[config.mk]
export PLATFORM = sky130hd
export DESIGN_NAME = mc_control_unit
export DESIGN_NICKNAME = d
export VERILOG_FILES = /design/src/verilog/mc_ctrl_pkg.sv /design/src/verilog/ctrl_word_if.sv /design/src/verilog/instr_decoder.sv /design/src/verilog/ctrl_sequencer.sv /design/src/verilog/ctrl_word_gen.sv /design/src/verilog/mc_control_unit.sv
export VERILOG_INCLUDE_DIRS = /design/src /design/src/verilog
export SDC_FILE = /design/constraint.sdc
export NUM_CORES = 1
export LEC_CHECK = 0
export BUFFER_PORTS_ARGS = -buffer_cell sky130_fd_sc_hd__buf_4
export CORE_ASPECT_RATIO = 0.7
export CORE_MARGIN = 3
export CORE_UTILIZATION = 52
export CTS_CLUSTER_DIAMETER = 60
export DETAILED_ROUTE_END_ITERATION = 16
export PLACE_DENSITY = 0.81
export SLEW_MARGIN = 10
export SYNTH_ARGS = -nofsm -noshare
export SYNTH_HDL_FRONTEND = slang
export SYNTH_SLANG_ARGS = --single-unit
[constraint.sdc]
create_clock -name clk -period 3.1 [get_ports clk]
set_input_delay 0.31 -clock clk [delete_from_list [all_inputs] [get_ports clk]]
set_output_delay 0.31 -clock clk [all_outputs]
set_load 0.02 [all_outputs]
[src/verilog/mc_ctrl_cfg.svh]
`ifndef MC_CTRL_CFG_SVH
`define MC_CTRL_CFG_SVH

// instruction register fields
`define MC_OPCODE_W 6
`define MC_FUNCT_W 6

// sequencer encodings
`define MC_STATE_W 5
`define MC_INSTR_W 5

// datapath control fields
`define MC_ALU_OP_W 3
`define MC_SH_OP_W 3
`define MC_WB_SRC_W 3

// the two-bit mux selects
`define MC_SEL_W 2

`endif

[src/verilog/mc_ctrl_pkg.sv]
`include "mc_ctrl_cfg.svh"

package mc_ctrl_pkg;

    typedef enum logic [`MC_OPCODE_W-1:0] {
        OP_RTYPE = 6'h00,
        OP_J     = 6'h02,
        OP_BEQ   = 6'h04,
        OP_BNE   = 6'h05,
        OP_ADDI  = 6'h08,
        OP_LUI   = 6'h0f,
        OP_LB    = 6'h20,
        OP_LW    = 6'h23,
        OP_SB    = 6'h28,
        OP_SW    = 6'h2b
    } opcode_e;

    typedef enum logic [`MC_FUNCT_W-1:0] {
        FN_SLL = 6'h00,
        FN_SRA = 6'h03,
        FN_JR  = 6'h08,
        FN_ADD = 6'h20,
        FN_SUB = 6'h22,
        FN_AND = 6'h24,
        FN_SLT = 6'h2a
    } funct_e;

    typedef enum logic [`MC_INSTR_W-1:0] {
        I_NONE, I_ADD, I_AND, I_SUB, I_SLT, I_SLL, I_SRA, I_JR, I_J,
        I_ADDI, I_BEQ, I_BNE, I_LUI, I_LW, I_SW, I_LB, I_SB
    } instr_e;

    typedef enum logic [`MC_STATE_W-1:0] {
        ST_RESET, ST_FETCH, ST_TARGET, ST_DECODE,
        ST_ALU_EXEC, ST_ALU_WB, ST_SHIFT_EXEC, ST_SHIFT_WB, ST_SLT,
        ST_JUMP, ST_JUMP_REG, ST_IMM_EXEC, ST_IMM_WB, ST_BRANCH, ST_LUI_WB,
        ST_ADDR_CALC, ST_LOAD_READ, ST_LOAD_WB, ST_STORE_WORD,
        ST_BYTE_READ, ST_BYTE_STORE
    } ctrl_state_e;

    typedef enum logic [`MC_ALU_OP_W-1:0] {
        ALU_PASS = 3'b000,
        ALU_ADD  = 3'b001,
        ALU_SUB  = 3'b010,
        ALU_AND  = 3'b011
    } alu_op_e;

    typedef enum logic [`MC_SH_OP_W-1:0] {
        SH_NONE = 3'b000,
        SH_SLL  = 3'b010,
        SH_SRA  = 3'b100
    } sh_op_e;

    typedef enum logic [`MC_WB_SRC_W-1:0] {
        WB_SHIFT = 3'b000,
        WB_WORD  = 3'b010,
        WB_SLT   = 3'b011,
        WB_BYTE  = 3'b100,
        WB_ALU   = 3'b101,
        WB_UPPER = 3'b110
    } wb_src_e;

    typedef enum logic [`MC_SEL_W-1:0] {PC_ALU, PC_TARGET, PC_JUMP, PC_REG} pc_src_e;
    typedef enum logic [`MC_SEL_W-1:0] {SRC_A_PC, SRC_A_REG} alu_src_a_e;
    typedef enum logic [`MC_SEL_W-1:0] {
        SRC_B_REG, SRC_B_FOUR, SRC_B_IMM, SRC_B_IMM_SHIFTED
    } alu_src_b_e;
    typedef enum logic [`MC_SEL_W-1:0] {DST_RT, DST_RD} reg_dst_e;

endpackage

[src/verilog/ctrl_word_if.sv]
`timescale 1ns/100ps

interface ctrl_word_if;

    logic pc_write;
    logic mem_read;
    logic mem_write;
    logic byte_or_word; // 1 = byte store
    logic addr_from_alu; // 0 = pc, 1 = alu result
    logic ir_write;
    logic reg_write;

    mc_ctrl_pkg::alu_op_e    alu_op;
    mc_ctrl_pkg::alu_src_a_e alu_src_a;
    mc_ctrl_pkg::alu_src_b_e alu_src_b;
    mc_ctrl_pkg::sh_op_e     sh_op;
    mc_ctrl_pkg::wb_src_e    wb_src;
    mc_ctrl_pkg::pc_src_e    pc_src;
    mc_ctrl_pkg::reg_dst_e   reg_dst;

    modport gen (
        output pc_write, mem_read, mem_write, byte_or_word, addr_from_alu,
        output ir_write, reg_write, alu_op, alu_src_a, alu_src_b, sh_op,
        output wb_src, pc_src, reg_dst
    );

    modport sink (
        input pc_write, mem_read, mem_write, byte_or_word, addr_from_alu,
        input ir_write, reg_write, alu_op, alu_src_a, alu_src_b, sh_op,
        input wb_src, pc_src, reg_dst
    );

endinterface

[src/verilog/instr_decoder.sv]
`timescale 1ns/100ps

module instr_decoder (
    input  mc_ctrl_pkg::opcode_e i_opcode,
    input  mc_ctrl_pkg::funct_e  i_funct,
    output mc_ctrl_pkg::instr_e  o_instr
);

    always_comb begin
        o_instr = mc_ctrl_pkg::I_NONE; // unlisted codes fall back to fetch
        case (i_opcode)
            mc_ctrl_pkg::OP_RTYPE: begin
                case (i_funct)
                    mc_ctrl_pkg::FN_ADD: o_instr = mc_ctrl_pkg::I_ADD;
                    mc_ctrl_pkg::FN_AND: o_instr = mc_ctrl_pkg::I_AND;
                    mc_ctrl_pkg::FN_SUB: o_instr = mc_ctrl_pkg::I_SUB;
                    mc_ctrl_pkg::FN_SLT: o_instr = mc_ctrl_pkg::I_SLT;
                    mc_ctrl_pkg::FN_SLL: o_instr = mc_ctrl_pkg::I_SLL;
                    mc_ctrl_pkg::FN_SRA: o_instr = mc_ctrl_pkg::I_SRA;
                    mc_ctrl_pkg::FN_JR:  o_instr = mc_ctrl_pkg::I_JR;
                    default:             o_instr = mc_ctrl_pkg::I_NONE;
                endcase
            end
            mc_ctrl_pkg::OP_J:    o_instr = mc_ctrl_pkg::I_J;
            mc_ctrl_pkg::OP_ADDI: o_instr = mc_ctrl_pkg::I_ADDI;
            mc_ctrl_pkg::OP_BEQ:  o_instr = mc_ctrl_pkg::I_BEQ;
            mc_ctrl_pkg::OP_BNE:  o_instr = mc_ctrl_pkg::I_BNE;
            mc_ctrl_pkg::OP_LUI:  o_instr = mc_ctrl_pkg::I_LUI;
            mc_ctrl_pkg::OP_LW:   o_instr = mc_ctrl_pkg::I_LW;
            mc_ctrl_pkg::OP_SW:   o_instr = mc_ctrl_pkg::I_SW;
            mc_ctrl_pkg::OP_LB:   o_instr = mc_ctrl_pkg::I_LB;
            mc_ctrl_pkg::OP_SB:   o_instr = mc_ctrl_pkg::I_SB;
            default:              o_instr = mc_ctrl_pkg::I_NONE;
        endcase
    end

endmodule

[src/verilog/ctrl_sequencer.sv]
`timescale 1ns/100ps

module ctrl_sequencer (
    input  logic                     clk,
    input  logic                     reset,
    input  mc_ctrl_pkg::instr_e      i_instr,
    output mc_ctrl_pkg::ctrl_state_e o_state,
    output mc_ctrl_pkg::instr_e      o_instr
);

    mc_ctrl_pkg::ctrl_state_e state_q;
    mc_ctrl_pkg::ctrl_state_e state_nxt;
    mc_ctrl_pkg::instr_e      instr_q;

    always_comb begin
        state_nxt = mc_ctrl_pkg::ST_FETCH; // every path ends back in fetch
        case (state_q)
            mc_ctrl_pkg::ST_FETCH:  state_nxt = mc_ctrl_pkg::ST_TARGET;
            mc_ctrl_pkg::ST_TARGET: state_nxt = mc_ctrl_pkg::ST_DECODE;
            mc_ctrl_pkg::ST_DECODE: begin
                case (i_instr)
                    mc_ctrl_pkg::I_ADD,
                    mc_ctrl_pkg::I_AND,
                    mc_ctrl_pkg::I_SUB:  state_nxt = mc_ctrl_pkg::ST_ALU_EXEC;
                    mc_ctrl_pkg::I_SLL,
                    mc_ctrl_pkg::I_SRA:  state_nxt = mc_ctrl_pkg::ST_SHIFT_EXEC;
                    mc_ctrl_pkg::I_SLT:  state_nxt = mc_ctrl_pkg::ST_SLT;
                    mc_ctrl_pkg::I_JR:   state_nxt = mc_ctrl_pkg::ST_JUMP_REG;
                    mc_ctrl_pkg::I_J:    state_nxt = mc_ctrl_pkg::ST_JUMP;
                    mc_ctrl_pkg::I_ADDI: state_nxt = mc_ctrl_pkg::ST_IMM_EXEC;
                    mc_ctrl_pkg::I_BEQ,
                    mc_ctrl_pkg::I_BNE:  state_nxt = mc_ctrl_pkg::ST_BRANCH;
                    mc_ctrl_pkg::I_LUI:  state_nxt = mc_ctrl_pkg::ST_LUI_WB;
                    mc_ctrl_pkg::I_LW,
                    mc_ctrl_pkg::I_LB,
                    mc_ctrl_pkg::I_SW,
                    mc_ctrl_pkg::I_SB:   state_nxt = mc_ctrl_pkg::ST_ADDR_CALC;
                    default:             state_nxt = mc_ctrl_pkg::ST_FETCH;
                endcase
            end
            mc_ctrl_pkg::ST_ALU_EXEC:   state_nxt = mc_ctrl_pkg::ST_ALU_WB;
            mc_ctrl_pkg::ST_SHIFT_EXEC: state_nxt = mc_ctrl_pkg::ST_SHIFT_WB;
            mc_ctrl_pkg::ST_IMM_EXEC:   state_nxt = mc_ctrl_pkg::ST_IMM_WB;
            mc_ctrl_pkg::ST_ADDR_CALC: begin
                case (instr_q) // memory paths split on the latched kind
                    mc_ctrl_pkg::I_SW: state_nxt = mc_ctrl_pkg::ST_STORE_WORD;
                    mc_ctrl_pkg::I_SB: state_nxt = mc_ctrl_pkg::ST_BYTE_READ;
                    default:           state_nxt = mc_ctrl_pkg::ST_LOAD_READ;
                endcase
            end
            mc_ctrl_pkg::ST_LOAD_READ: state_nxt = mc_ctrl_pkg::ST_LOAD_WB;
            mc_ctrl_pkg::ST_BYTE_READ: state_nxt = mc_ctrl_pkg::ST_BYTE_STORE;
            default:                   state_nxt = mc_ctrl_pkg::ST_FETCH;
        endcase
    end

    always_ff @(posedge clk) begin
        if (reset) begin
            state_q <= mc_ctrl_pkg::ST_RESET;
            instr_q <= mc_ctrl_pkg::I_NONE;
        end else begin
            state_q <= state_nxt;
            if (state_q == mc_ctrl_pkg::ST_DECODE) begin
                instr_q <= i_instr; // held until the next decode
            end
        end
    end

    assign o_state = state_q;
    assign o_instr = instr_q;

endmodule

[src/verilog/ctrl_word_gen.sv]
`timescale 1ns/100ps

module ctrl_word_gen (
    input  mc_ctrl_pkg::ctrl_state_e i_state,
    input  mc_ctrl_pkg::instr_e      i_instr,
    input  logic                     i_eq,
    ctrl_word_if.gen                 ctrl
);

    always_comb begin
        ctrl.pc_write      = 1'b0;
        ctrl.mem_read      = 1'b0;
        ctrl.mem_write     = 1'b0;
        ctrl.byte_or_word  = 1'b0;
        ctrl.addr_from_alu = 1'b0;
        ctrl.ir_write      = 1'b0;
        ctrl.reg_write     = 1'b0;
        ctrl.alu_op        = mc_ctrl_pkg::ALU_PASS;
        ctrl.alu_src_a     = mc_ctrl_pkg::SRC_A_PC;
        ctrl.alu_src_b     = mc_ctrl_pkg::SRC_B_REG;
        ctrl.sh_op         = mc_ctrl_pkg::SH_NONE;
        ctrl.wb_src        = mc_ctrl_pkg::WB_ALU;
        ctrl.pc_src        = mc_ctrl_pkg::PC_ALU;
        ctrl.reg_dst       = mc_ctrl_pkg::DST_RT;

        case (i_state)
            mc_ctrl_pkg::ST_FETCH: begin
                ctrl.mem_read  = 1'b1;
                ctrl.ir_write  = 1'b1;
                ctrl.pc_write  = 1'b1; // pc + 4
                ctrl.alu_op    = mc_ctrl_pkg::ALU_ADD;
                ctrl.alu_src_b = mc_ctrl_pkg::SRC_B_FOUR;
            end
            mc_ctrl_pkg::ST_TARGET: begin
                ctrl.alu_op    = mc_ctrl_pkg::ALU_ADD; // branch target into aluout
                ctrl.alu_src_b = mc_ctrl_pkg::SRC_B_IMM_SHIFTED;
            end
            mc_ctrl_pkg::ST_ALU_EXEC: begin
                case (i_instr)
                    mc_ctrl_pkg::I_AND: ctrl.alu_op = mc_ctrl_pkg::ALU_AND;
                    mc_ctrl_pkg::I_SUB: ctrl.alu_op = mc_ctrl_pkg::ALU_SUB;
                    default:            ctrl.alu_op = mc_ctrl_pkg::ALU_ADD;
                endcase
                ctrl.alu_src_a = mc_ctrl_pkg::SRC_A_REG;
            end
            mc_ctrl_pkg::ST_SHIFT_EXEC: begin
                ctrl.sh_op = (i_instr == mc_ctrl_pkg::I_SRA) ? mc_ctrl_pkg::SH_SRA
                                                            : mc_ctrl_pkg::SH_SLL;
            end
            mc_ctrl_pkg::ST_ALU_WB, mc_ctrl_pkg::ST_SHIFT_WB, mc_ctrl_pkg::ST_SLT: begin
                ctrl.reg_write = 1'b1;
                ctrl.reg_dst   = mc_ctrl_pkg::DST_RD;
                if (i_state == mc_ctrl_pkg::ST_SHIFT_WB) begin
                    ctrl.wb_src = mc_ctrl_pkg::WB_SHIFT;
                end else if (i_state == mc_ctrl_pkg::ST_SLT) begin
                    ctrl.wb_src    = mc_ctrl_pkg::WB_SLT; // sign of a - b
                    ctrl.alu_op    = mc_ctrl_pkg::ALU_SUB;
                    ctrl.alu_src_a = mc_ctrl_pkg::SRC_A_REG;
                end
            end
            mc_ctrl_pkg::ST_BRANCH: begin
                ctrl.alu_op    = mc_ctrl_pkg::ALU_SUB;
                ctrl.alu_src_a = mc_ctrl_pkg::SRC_A_REG;
                ctrl.pc_src    = mc_ctrl_pkg::PC_TARGET;
                ctrl.pc_write  = (i_instr == mc_ctrl_pkg::I_BNE) ? ~i_eq : i_eq;
            end
            mc_ctrl_pkg::ST_JUMP: begin
                ctrl.pc_write = 1'b1;
                ctrl.pc_src   = mc_ctrl_pkg::PC_JUMP;
            end
            mc_ctrl_pkg::ST_JUMP_REG: begin
                ctrl.pc_write = 1'b1;
                ctrl.pc_src   = mc_ctrl_pkg::PC_REG;
            end
            mc_ctrl_pkg::ST_IMM_EXEC, mc_ctrl_pkg::ST_ADDR_CALC: begin
                ctrl.alu_op    = mc_ctrl_pkg::ALU_ADD; // rs + imm
                ctrl.alu_src_a = mc_ctrl_pkg::SRC_A_REG;
                ctrl.alu_src_b = mc_ctrl_pkg::SRC_B_IMM;
            end
            mc_ctrl_pkg::ST_IMM_WB: begin
                ctrl.reg_write = 1'b1;
            end
            mc_ctrl_pkg::ST_LUI_WB: begin
                ctrl.reg_write = 1'b1;
                ctrl.wb_src    = mc_ctrl_pkg::WB_UPPER;
            end
            mc_ctrl_pkg::ST_LOAD_READ, mc_ctrl_pkg::ST_BYTE_READ: begin
                ctrl.mem_read      = 1'b1;
                ctrl.addr_from_alu = 1'b1;
            end
            mc_ctrl_pkg::ST_LOAD_WB: begin
                ctrl.reg_write = 1'b1;
                ctrl.wb_src    = (i_instr == mc_ctrl_pkg::I_LB) ? mc_ctrl_pkg::WB_BYTE
                                                               : mc_ctrl_pkg::WB_WORD;
            end
            mc_ctrl_pkg::ST_STORE_WORD, mc_ctrl_pkg::ST_BYTE_STORE: begin
                ctrl.mem_write     = 1'b1;
                ctrl.addr_from_alu = 1'b1;
                ctrl.byte_or_word  = (i_state == mc_ctrl_pkg::ST_BYTE_STORE);
            end
            default: ; // reset and decode keep the idle word
        endcase
    end

endmodule

[src/verilog/mc_control_unit.sv]
`timescale 1ns/100ps

module mc_control_unit (
    input  logic                     clk,
    input  logic                     reset,
    input  mc_ctrl_pkg::opcode_e     i_opcode,
    input  mc_ctrl_pkg::funct_e      i_funct,
    input  logic                     i_eq,
    output mc_ctrl_pkg::ctrl_state_e o_state,
    output logic                     o_pc_write,
    output logic                     o_mem_read,
    output logic                     o_mem_write,
    output logic                     o_byte_or_word,
    output logic                     o_addr_from_alu,
    output logic                     o_ir_write,
    output logic                     o_reg_write,
    output mc_ctrl_pkg::alu_op_e     o_alu_op,
    output mc_ctrl_pkg::alu_src_a_e  o_alu_src_a,
    output mc_ctrl_pkg::alu_src_b_e  o_alu_src_b,
    output mc_ctrl_pkg::sh_op_e      o_sh_op,
    output mc_ctrl_pkg::wb_src_e     o_wb_src,
    output mc_ctrl_pkg::pc_src_e     o_pc_src,
    output mc_ctrl_pkg::reg_dst_e    o_reg_dst
);

    mc_ctrl_pkg::instr_e dec_instr; // straight from the decoder
    mc_ctrl_pkg::instr_e lat_instr; // latched in decode

    ctrl_word_if ctrl_word_if_i ();

    instr_decoder instr_decoder_i (
        .i_opcode (i_opcode),
        .i_funct  (i_funct),
        .o_instr  (dec_instr)
    );

    ctrl_sequencer ctrl_sequencer_i (
        .clk     (clk),
        .reset   (reset),
        .i_instr (dec_instr),
        .o_state (o_state),
        .o_instr (lat_instr)
    );

    ctrl_word_gen ctrl_word_gen_i (
        .i_state (o_state),
        .i_instr (lat_instr),
        .i_eq    (i_eq),
        .ctrl    (ctrl_word_if_i.gen)
    );

    assign o_pc_write      = ctrl_word_if_i.pc_write;
    assign o_mem_read      = ctrl_word_if_i.mem_read;
    assign o_mem_write     = ctrl_word_if_i.mem_write;
    assign o_byte_or_word  = ctrl_word_if_i.byte_or_word;
    assign o_addr_from_alu = ctrl_word_if_i.addr_from_alu;
    assign o_ir_write      = ctrl_word_if_i.ir_write;
    assign o_reg_write     = ctrl_word_if_i.reg_write;
    assign o_alu_op        = ctrl_word_if_i.alu_op;
    assign o_alu_src_a     = ctrl_word_if_i.alu_src_a;
    assign o_alu_src_b     = ctrl_word_if_i.alu_src_b;
    assign o_sh_op         = ctrl_word_if_i.sh_op;
    assign o_wb_src        = ctrl_word_if_i.wb_src;
    assign o_pc_src        = ctrl_word_if_i.pc_src;
    assign o_reg_dst       = ctrl_word_if_i.reg_dst;

endmodule

* Word level (Yosys, flattened, before mapping)
Memory sizes are Yosys's and may differ from the RTL's.
Index checks and enable logic that the tools add are counted.
** Storage, ports and cells
- Bits in writable memories :: 0
- Logic and storage cells :: 85
- Input port bits :: 15
- Bits in latches :: 0
- Bits in registers :: 10
- Output and inout bits :: 29
- Memories :: 1
- Bits in read-only memories :: 128
** Memories
- (name not given) :: words 32, bits a word 4, rd ports 1, clocked after memory_dff 0, wr ports 0, line ctrl_sequencer.sv:21 : case (i_instr)
** Operators by class
- Add/sub/neg operators :: 0
- Div/mod/pow operators :: 0
- Mux-type cells :: 28
- Bitwise logic cells :: 1
- Reduce and logical (&&, ||, !) cells :: 11
- Shift-type cells :: 0
- $mul :: 0
- $lt $le $gt $ge :: 0
- Equal/unequal tests :: 42
** Operators with widths (count)
- 5-bit by 4-bit equality test with 1-bit output (second input constant) :: 11
- 5-bit one-hot mux with 10 select lines :: 1
- 6-bit equality test (second input constant) :: 8
- 5-bit one-hot mux with 9 select lines :: 1
- 5-bit equality test (second input constant) :: 6
- 5-bit by 3-bit equality test with 1-bit output (second input constant) :: 5
- 3-bit one-hot mux with 7 select lines :: 1
- 5-bit by 2-bit equality test with 1-bit output (second input constant) :: 4
- 6-bit by 4-bit equality test with 1-bit output (second input constant) :: 3
- 3-bit two-way mux :: 6
- 6-bit by 2-bit equality test with 1-bit output (second input constant) :: 2
- 6-bit by 3-bit equality test with 1-bit output (second input constant) :: 2
- 6-bit zero test :: 2
- 2-bit one-hot mux with 2 select lines :: 3
- 2-bit one-hot mux with 3 select lines :: 2
- 3-bit one-hot mux with 4 select lines :: 1
- 4-bit OR reduction :: 3
- 1-bit two-way mux :: 9
- 3-bit one-hot mux with 3 select lines :: 1
- 3-bit OR reduction :: 3
- 6-bit OR reduction :: 1
- 5-bit by 1-bit equality test with 1-bit output (second input constant) :: 1
- 2-bit two-way mux :: 2
- 2-bit OR reduction :: 2
- 2 further kinds :: 2

* Longest topological paths before layout
An unclocked memory read counts as a cell.
- Word-level depth :: 5
- Mapped depth :: 13
- Depth with buffers taken out :: 12

* Modules after synthesis
Synthesis repeated with hierarchy kept, for this count alone.
** Unflattened totals
- Cells, all modules :: 223
- Area, all modules :: 1561.5 um^2
** By module, submodules not included
- ctrl_sequencer :: cells an instance 90, seq. area each 200.2 um^2, area each 725.7 um^2, times used 1
- ctrl_word_gen :: cells an instance 82, seq. area each 0.0 um^2, area each 509.2 um^2, times used 1
- instr_decoder :: cells an instance 51, seq. area each 0.0 um^2, area each 326.6 um^2, times used 1

* Least setup slack after synthesis
No wires, ideal clock.
- Path kind :: input-to-reg
- Start :: input i_opcode[3]
- End :: register ctrl_sequencer_i.state_q[1], in the netlist ctrl_sequencer_i.o_state[1]
- Arrival :: 2292 ps
- Buffers on the path :: 1
- Library setup time :: 122 ps
- Stages on the path :: 10
- Data required time :: 2978 ps
- Path slack :: 687 ps
- Path through :: buf_2 > or4_4 > nor4b_4 > a31oi_1 > ha_1 > inv_1 > nor3_1 > a21oi_1 > a21boi_1 > o311a_1
** On the way
- Cells in the longest elaborated chain, start to end :: 4
- Elaborated cells on any way between the ends :: 13
- Those cells by class :: 9 x eq/ne; 2 x mux; 1 x reduce/logical; 1 x memory
** RTL lines
- from (decl) :: line mc_control_unit.sv:6 : input mc_ctrl_pkg::opcode_e i_opcode,
- 6-bit equality test, or another cell as far along :: line instr_decoder.sv:11 : case (i_opcode)
- 5-bit one-hot mux with 10 select lines (*) :: line instr_decoder.sv:11
- memory read 32 x 4 bit (*)
- 5-bit one-hot mux with 9 select lines (*) :: line ctrl_sequencer.sv:17 : case (state_q)
- to (signal assigned) :: line ctrl_sequencer.sv:59 : state_q <= mc_ctrl_pkg::ST_RESET;
- to (signal assigned) :: line ctrl_sequencer.sv:62 : state_q <= state_nxt;
- to (decl) :: line ctrl_sequencer.sv:11 : mc_ctrl_pkg::ctrl_state_e state_q;
Every way passes the cells marked *; elsewhere a longest branch is shown, timed or not.
A chain may end at the register's enable or synchronous reset.

* Final worst setup path
- Start :: register ctrl_sequencer_i.state_q[0], in the netlist ctrl_sequencer_i.o_state[0]
- End :: output o_alu_op[0]
** On the way
- Cells in the longest elaborated chain, start to end :: 3
- Elaborated cells on any way between the ends :: 13
- Those cells by class :: 9 x eq/ne; 2 x mux; 2 x reduce/logical
** RTL lines
- 5-bit by 1-bit equality test with 1-bit output, or another cell as far along :: line ctrl_word_gen.sv:26 : case (i_state)
- 4-bit OR reduction (no source line), or another cell as far along
- 3-bit one-hot mux with 4 select lines (*) :: line ctrl_word_gen.sv:26
- to (decl) :: line mc_control_unit.sv:17 : output mc_ctrl_pkg::alu_op_e o_alu_op,
Marked as above.

==> impl_metrics.tcl <==
set metrics [dict create \
    startpoint "ctrl_sequencer_i.o_state[0]" \
    critPathKind "reg -> out" \
    clock.fmax_mhz 393 \
    drv_cap 0 \
    vias 1689 \
    setup_viol_count_final 0 \
    drt-total-wl_mm 4.00 \
    critPathCapture "o_alu_op[0]" \
    die-area_mm2 0.00339 \
    antenna_cells 0 \
    hold_path.class "in -> reg" \
    yosysSeqAreaShare_pct 14.1 \
    fin_util_pct 67.9 \
    relSlewSlack_pct 45.3 \
    r2r_slack_ns 0.95 \
    fillers 225 \
    grt_max_degree 19 \
    routed_via_density 6.16 \
    dp_hpwl_mm 2.94 \
    final_common_cell "buf_4" \
    startpoint_type "flip-flop" \
    gr-total-overflow 0 \
    yosysTopAreaCellShare_pct 14.1 \
    numClockSinks 10 \
    io_pins 44 \
    cp_max_fo 18 \
    clk_latency_ns 0.24 \
    dieHeight_um 49.6 \
    synthesis.area_mm2 0.00142 \
    path_clk_slew_ns 0.05 \
    p_per_area_mw_per_mm2 259 \
    drtPass1Iterations 4 \
    rows 15 \
    synthTopCellsByArea "dfxtp_1 14%, nor2_1 9.0%, a21oi_1 5.0%" \
    cts_resized 0 \
    wire_per_inst_um 14.6 \
    synthCells 214 \
    dieWidth_um 68.4 \
    crit_required_ns 2.79 \
    final_max_slew_viol_count 0 \
    cts_buffers 3 \
    tightest_slew_ns 0.817 \
    start_util_pct 55.9 \
    cts_tree "done" \
    cp-end-kind "output pin" \
    synth_ff_type "dfxtp_1" \
    grt_pass1_wl_mm 6.61 \
    setup_tns_ns 0 \
    dpl_worst_slack_ns 0.490 \
    vdd_ir_drop_max_v 0.000281 \
    drc 0 \
    gp_congestion 0.915 \
    rsz0062_at_grt "no" \
    reg2reg_depth 4 \
    yosys_warnings 0 \
    whs_ns 0.318 \
    min_path_cells 2 \
    final_cells 274 \
    final_cell_mix "41 x buf_4, 34 x nor2_1, 17 x nand2_1, 14 x a21oi_1" \
    core_area_mm2 0.00253 \
    fin_crit_ns 2.55 \
    reg2reg_to "ctrl_sequencer_i.o_state[1]" \
    numPortBuffers 39 \
    ys_ff_latch 10 \
    outcome "finished, final reports clean" \
    place_inst 270 \
    drt_iter0_drc 259 \
    ctsRootBufferMaster "clkbuf_8" \
    synth_cell_types 56 \
    hold_buffers 0 \
    drtAntennaViolNets 0 \
    clockBufferDepth 2 \
    setup_ws_ns 0.554 \
    grt_pass1_vias 1402 \
    synthArstFlopShare_pct 0 \
    timing.rr.start "ctrl_sequencer_i.o_state[0]" \
    drive_above_1_share_pct 23.3 \
    htree_levels 1 \
    fin_skew_ns 0.00142 \
    synth-edff-count 0 \
    syn_area_per_cell_um2 6.61 \
    post-route-period-util_pct 82.1 \
    final_nets 258 \
    area_growth_syn_to_layout_pct 21.6 \
    postCtsSetupRepairBufs 0 \
    antenna_found_initial 0 \
    leakage_nw 0.716 \
    yosys.area.top_type "dfxtp_1" \
    hold_viol 0 \
    cp.arrival_ns 2.24 \
    grtUsageTotal_pct 25.1 \
]
critical path, stage by stage, from the launching register on:
cell      delay (ns)
dfxtp_1         0.71
inv_1           0.18
nor2_1          0.35
nor2_1          0.18
nor2_1          0.12
nor3_1          0.06
a211oi_1        0.23
buf_4           0.18
how the worst min path moves through the flow:
stage	start	end	slack, ns
floorplan	ctrl_sequencer_i.o_instr[4]	ctrl_sequencer_i.o_instr[4]	0.48
global placement	ctrl_sequencer_i.o_instr[4]	ctrl_sequencer_i.o_instr[4]	0.50
detailed placement	ctrl_sequencer_i.o_instr[4]	ctrl_sequencer_i.o_instr[4]	0.52
CTS	reset	ctrl_sequencer_i.o_instr[0]	0.31
global route	reset	ctrl_sequencer_i.o_instr[4]	0.32
finish	reset	ctrl_sequencer_i.o_state[0]	0.32
power by group:
group	internal, mW	switching, mW	total, mW	leakage (nW)
clock	0.112	0.0523	0.164	0.0288
combinational	0.0572	0.0825	0.140	0.606
sequential	0.132	0.0103	0.142	0.0810
per-layer routing:
metal	up-vias	global-route usage (%)	wire length, um
li1	818	-	-
met1	766	39.7	1890
met2	99	33.6	1660
met3	6	7.29	413
met4	0	2.97	30
met5	-	0	0
kinds of logic (layout without fill, tap and decap cells):
group	after synthesis	count (layout)	share of synthesized area, %
simple gates	104	104	38.2
mux	5	5	3.98
fa+ha+maj	2	2	1.77
xor+xnor	5	5	3.10
compound gates	56	56	28.3
buf+inv	31	54	10.3
other cells	1	4	0.265
flops	10	10	14.1
synth_stat cells (all sizes together) (3+ instances only):
library cell and number:
a211oi 6, nand3 9, a31oi 6, dfxtp 10, nor4 7, buf 9, xor2 3, inv 9
nand4 5, nor3 10, o21ai 10, mux2i 3, nand2 17, nor4b 3, a21oi 15, clkbuf 13
nor2b 6, nor2 34, nand2b 5
per-stage QoR:
| step | instance area, um2 | power (mW) |
|---|---|---|
| 2_1_floorplan | 1430 | 0.241 |
| 3_3_place_gp | 1670 | 0.280 |
| 3_5_place_dp | 1670 | 0.281 |
| 4_1_cts | 1720 | 0.443 |
| 5_1_grt | 1720 | 0.472 |
| 6_report | 1720 | 0.446 |
layout make-up:
type                            count  area [um2]  area share [%]
Inverter                            9        33.8            1.96
Clock buffer                        4        55.1            3.20
Multi-Input combinational cell    176        1080            62.8
Timing Repair Buffer               41         308            17.9
Sequential cell                    10         200            11.6
Tap cell                           34        42.5            2.47
registers in the layout, indices dropped and copies added, names as in the netlist:
signal,flops
ctrl_sequencer_i.o_instr,5
ctrl_sequencer_i.o_state,5
No activity file was read; power rests on OpenSTA's default activity.
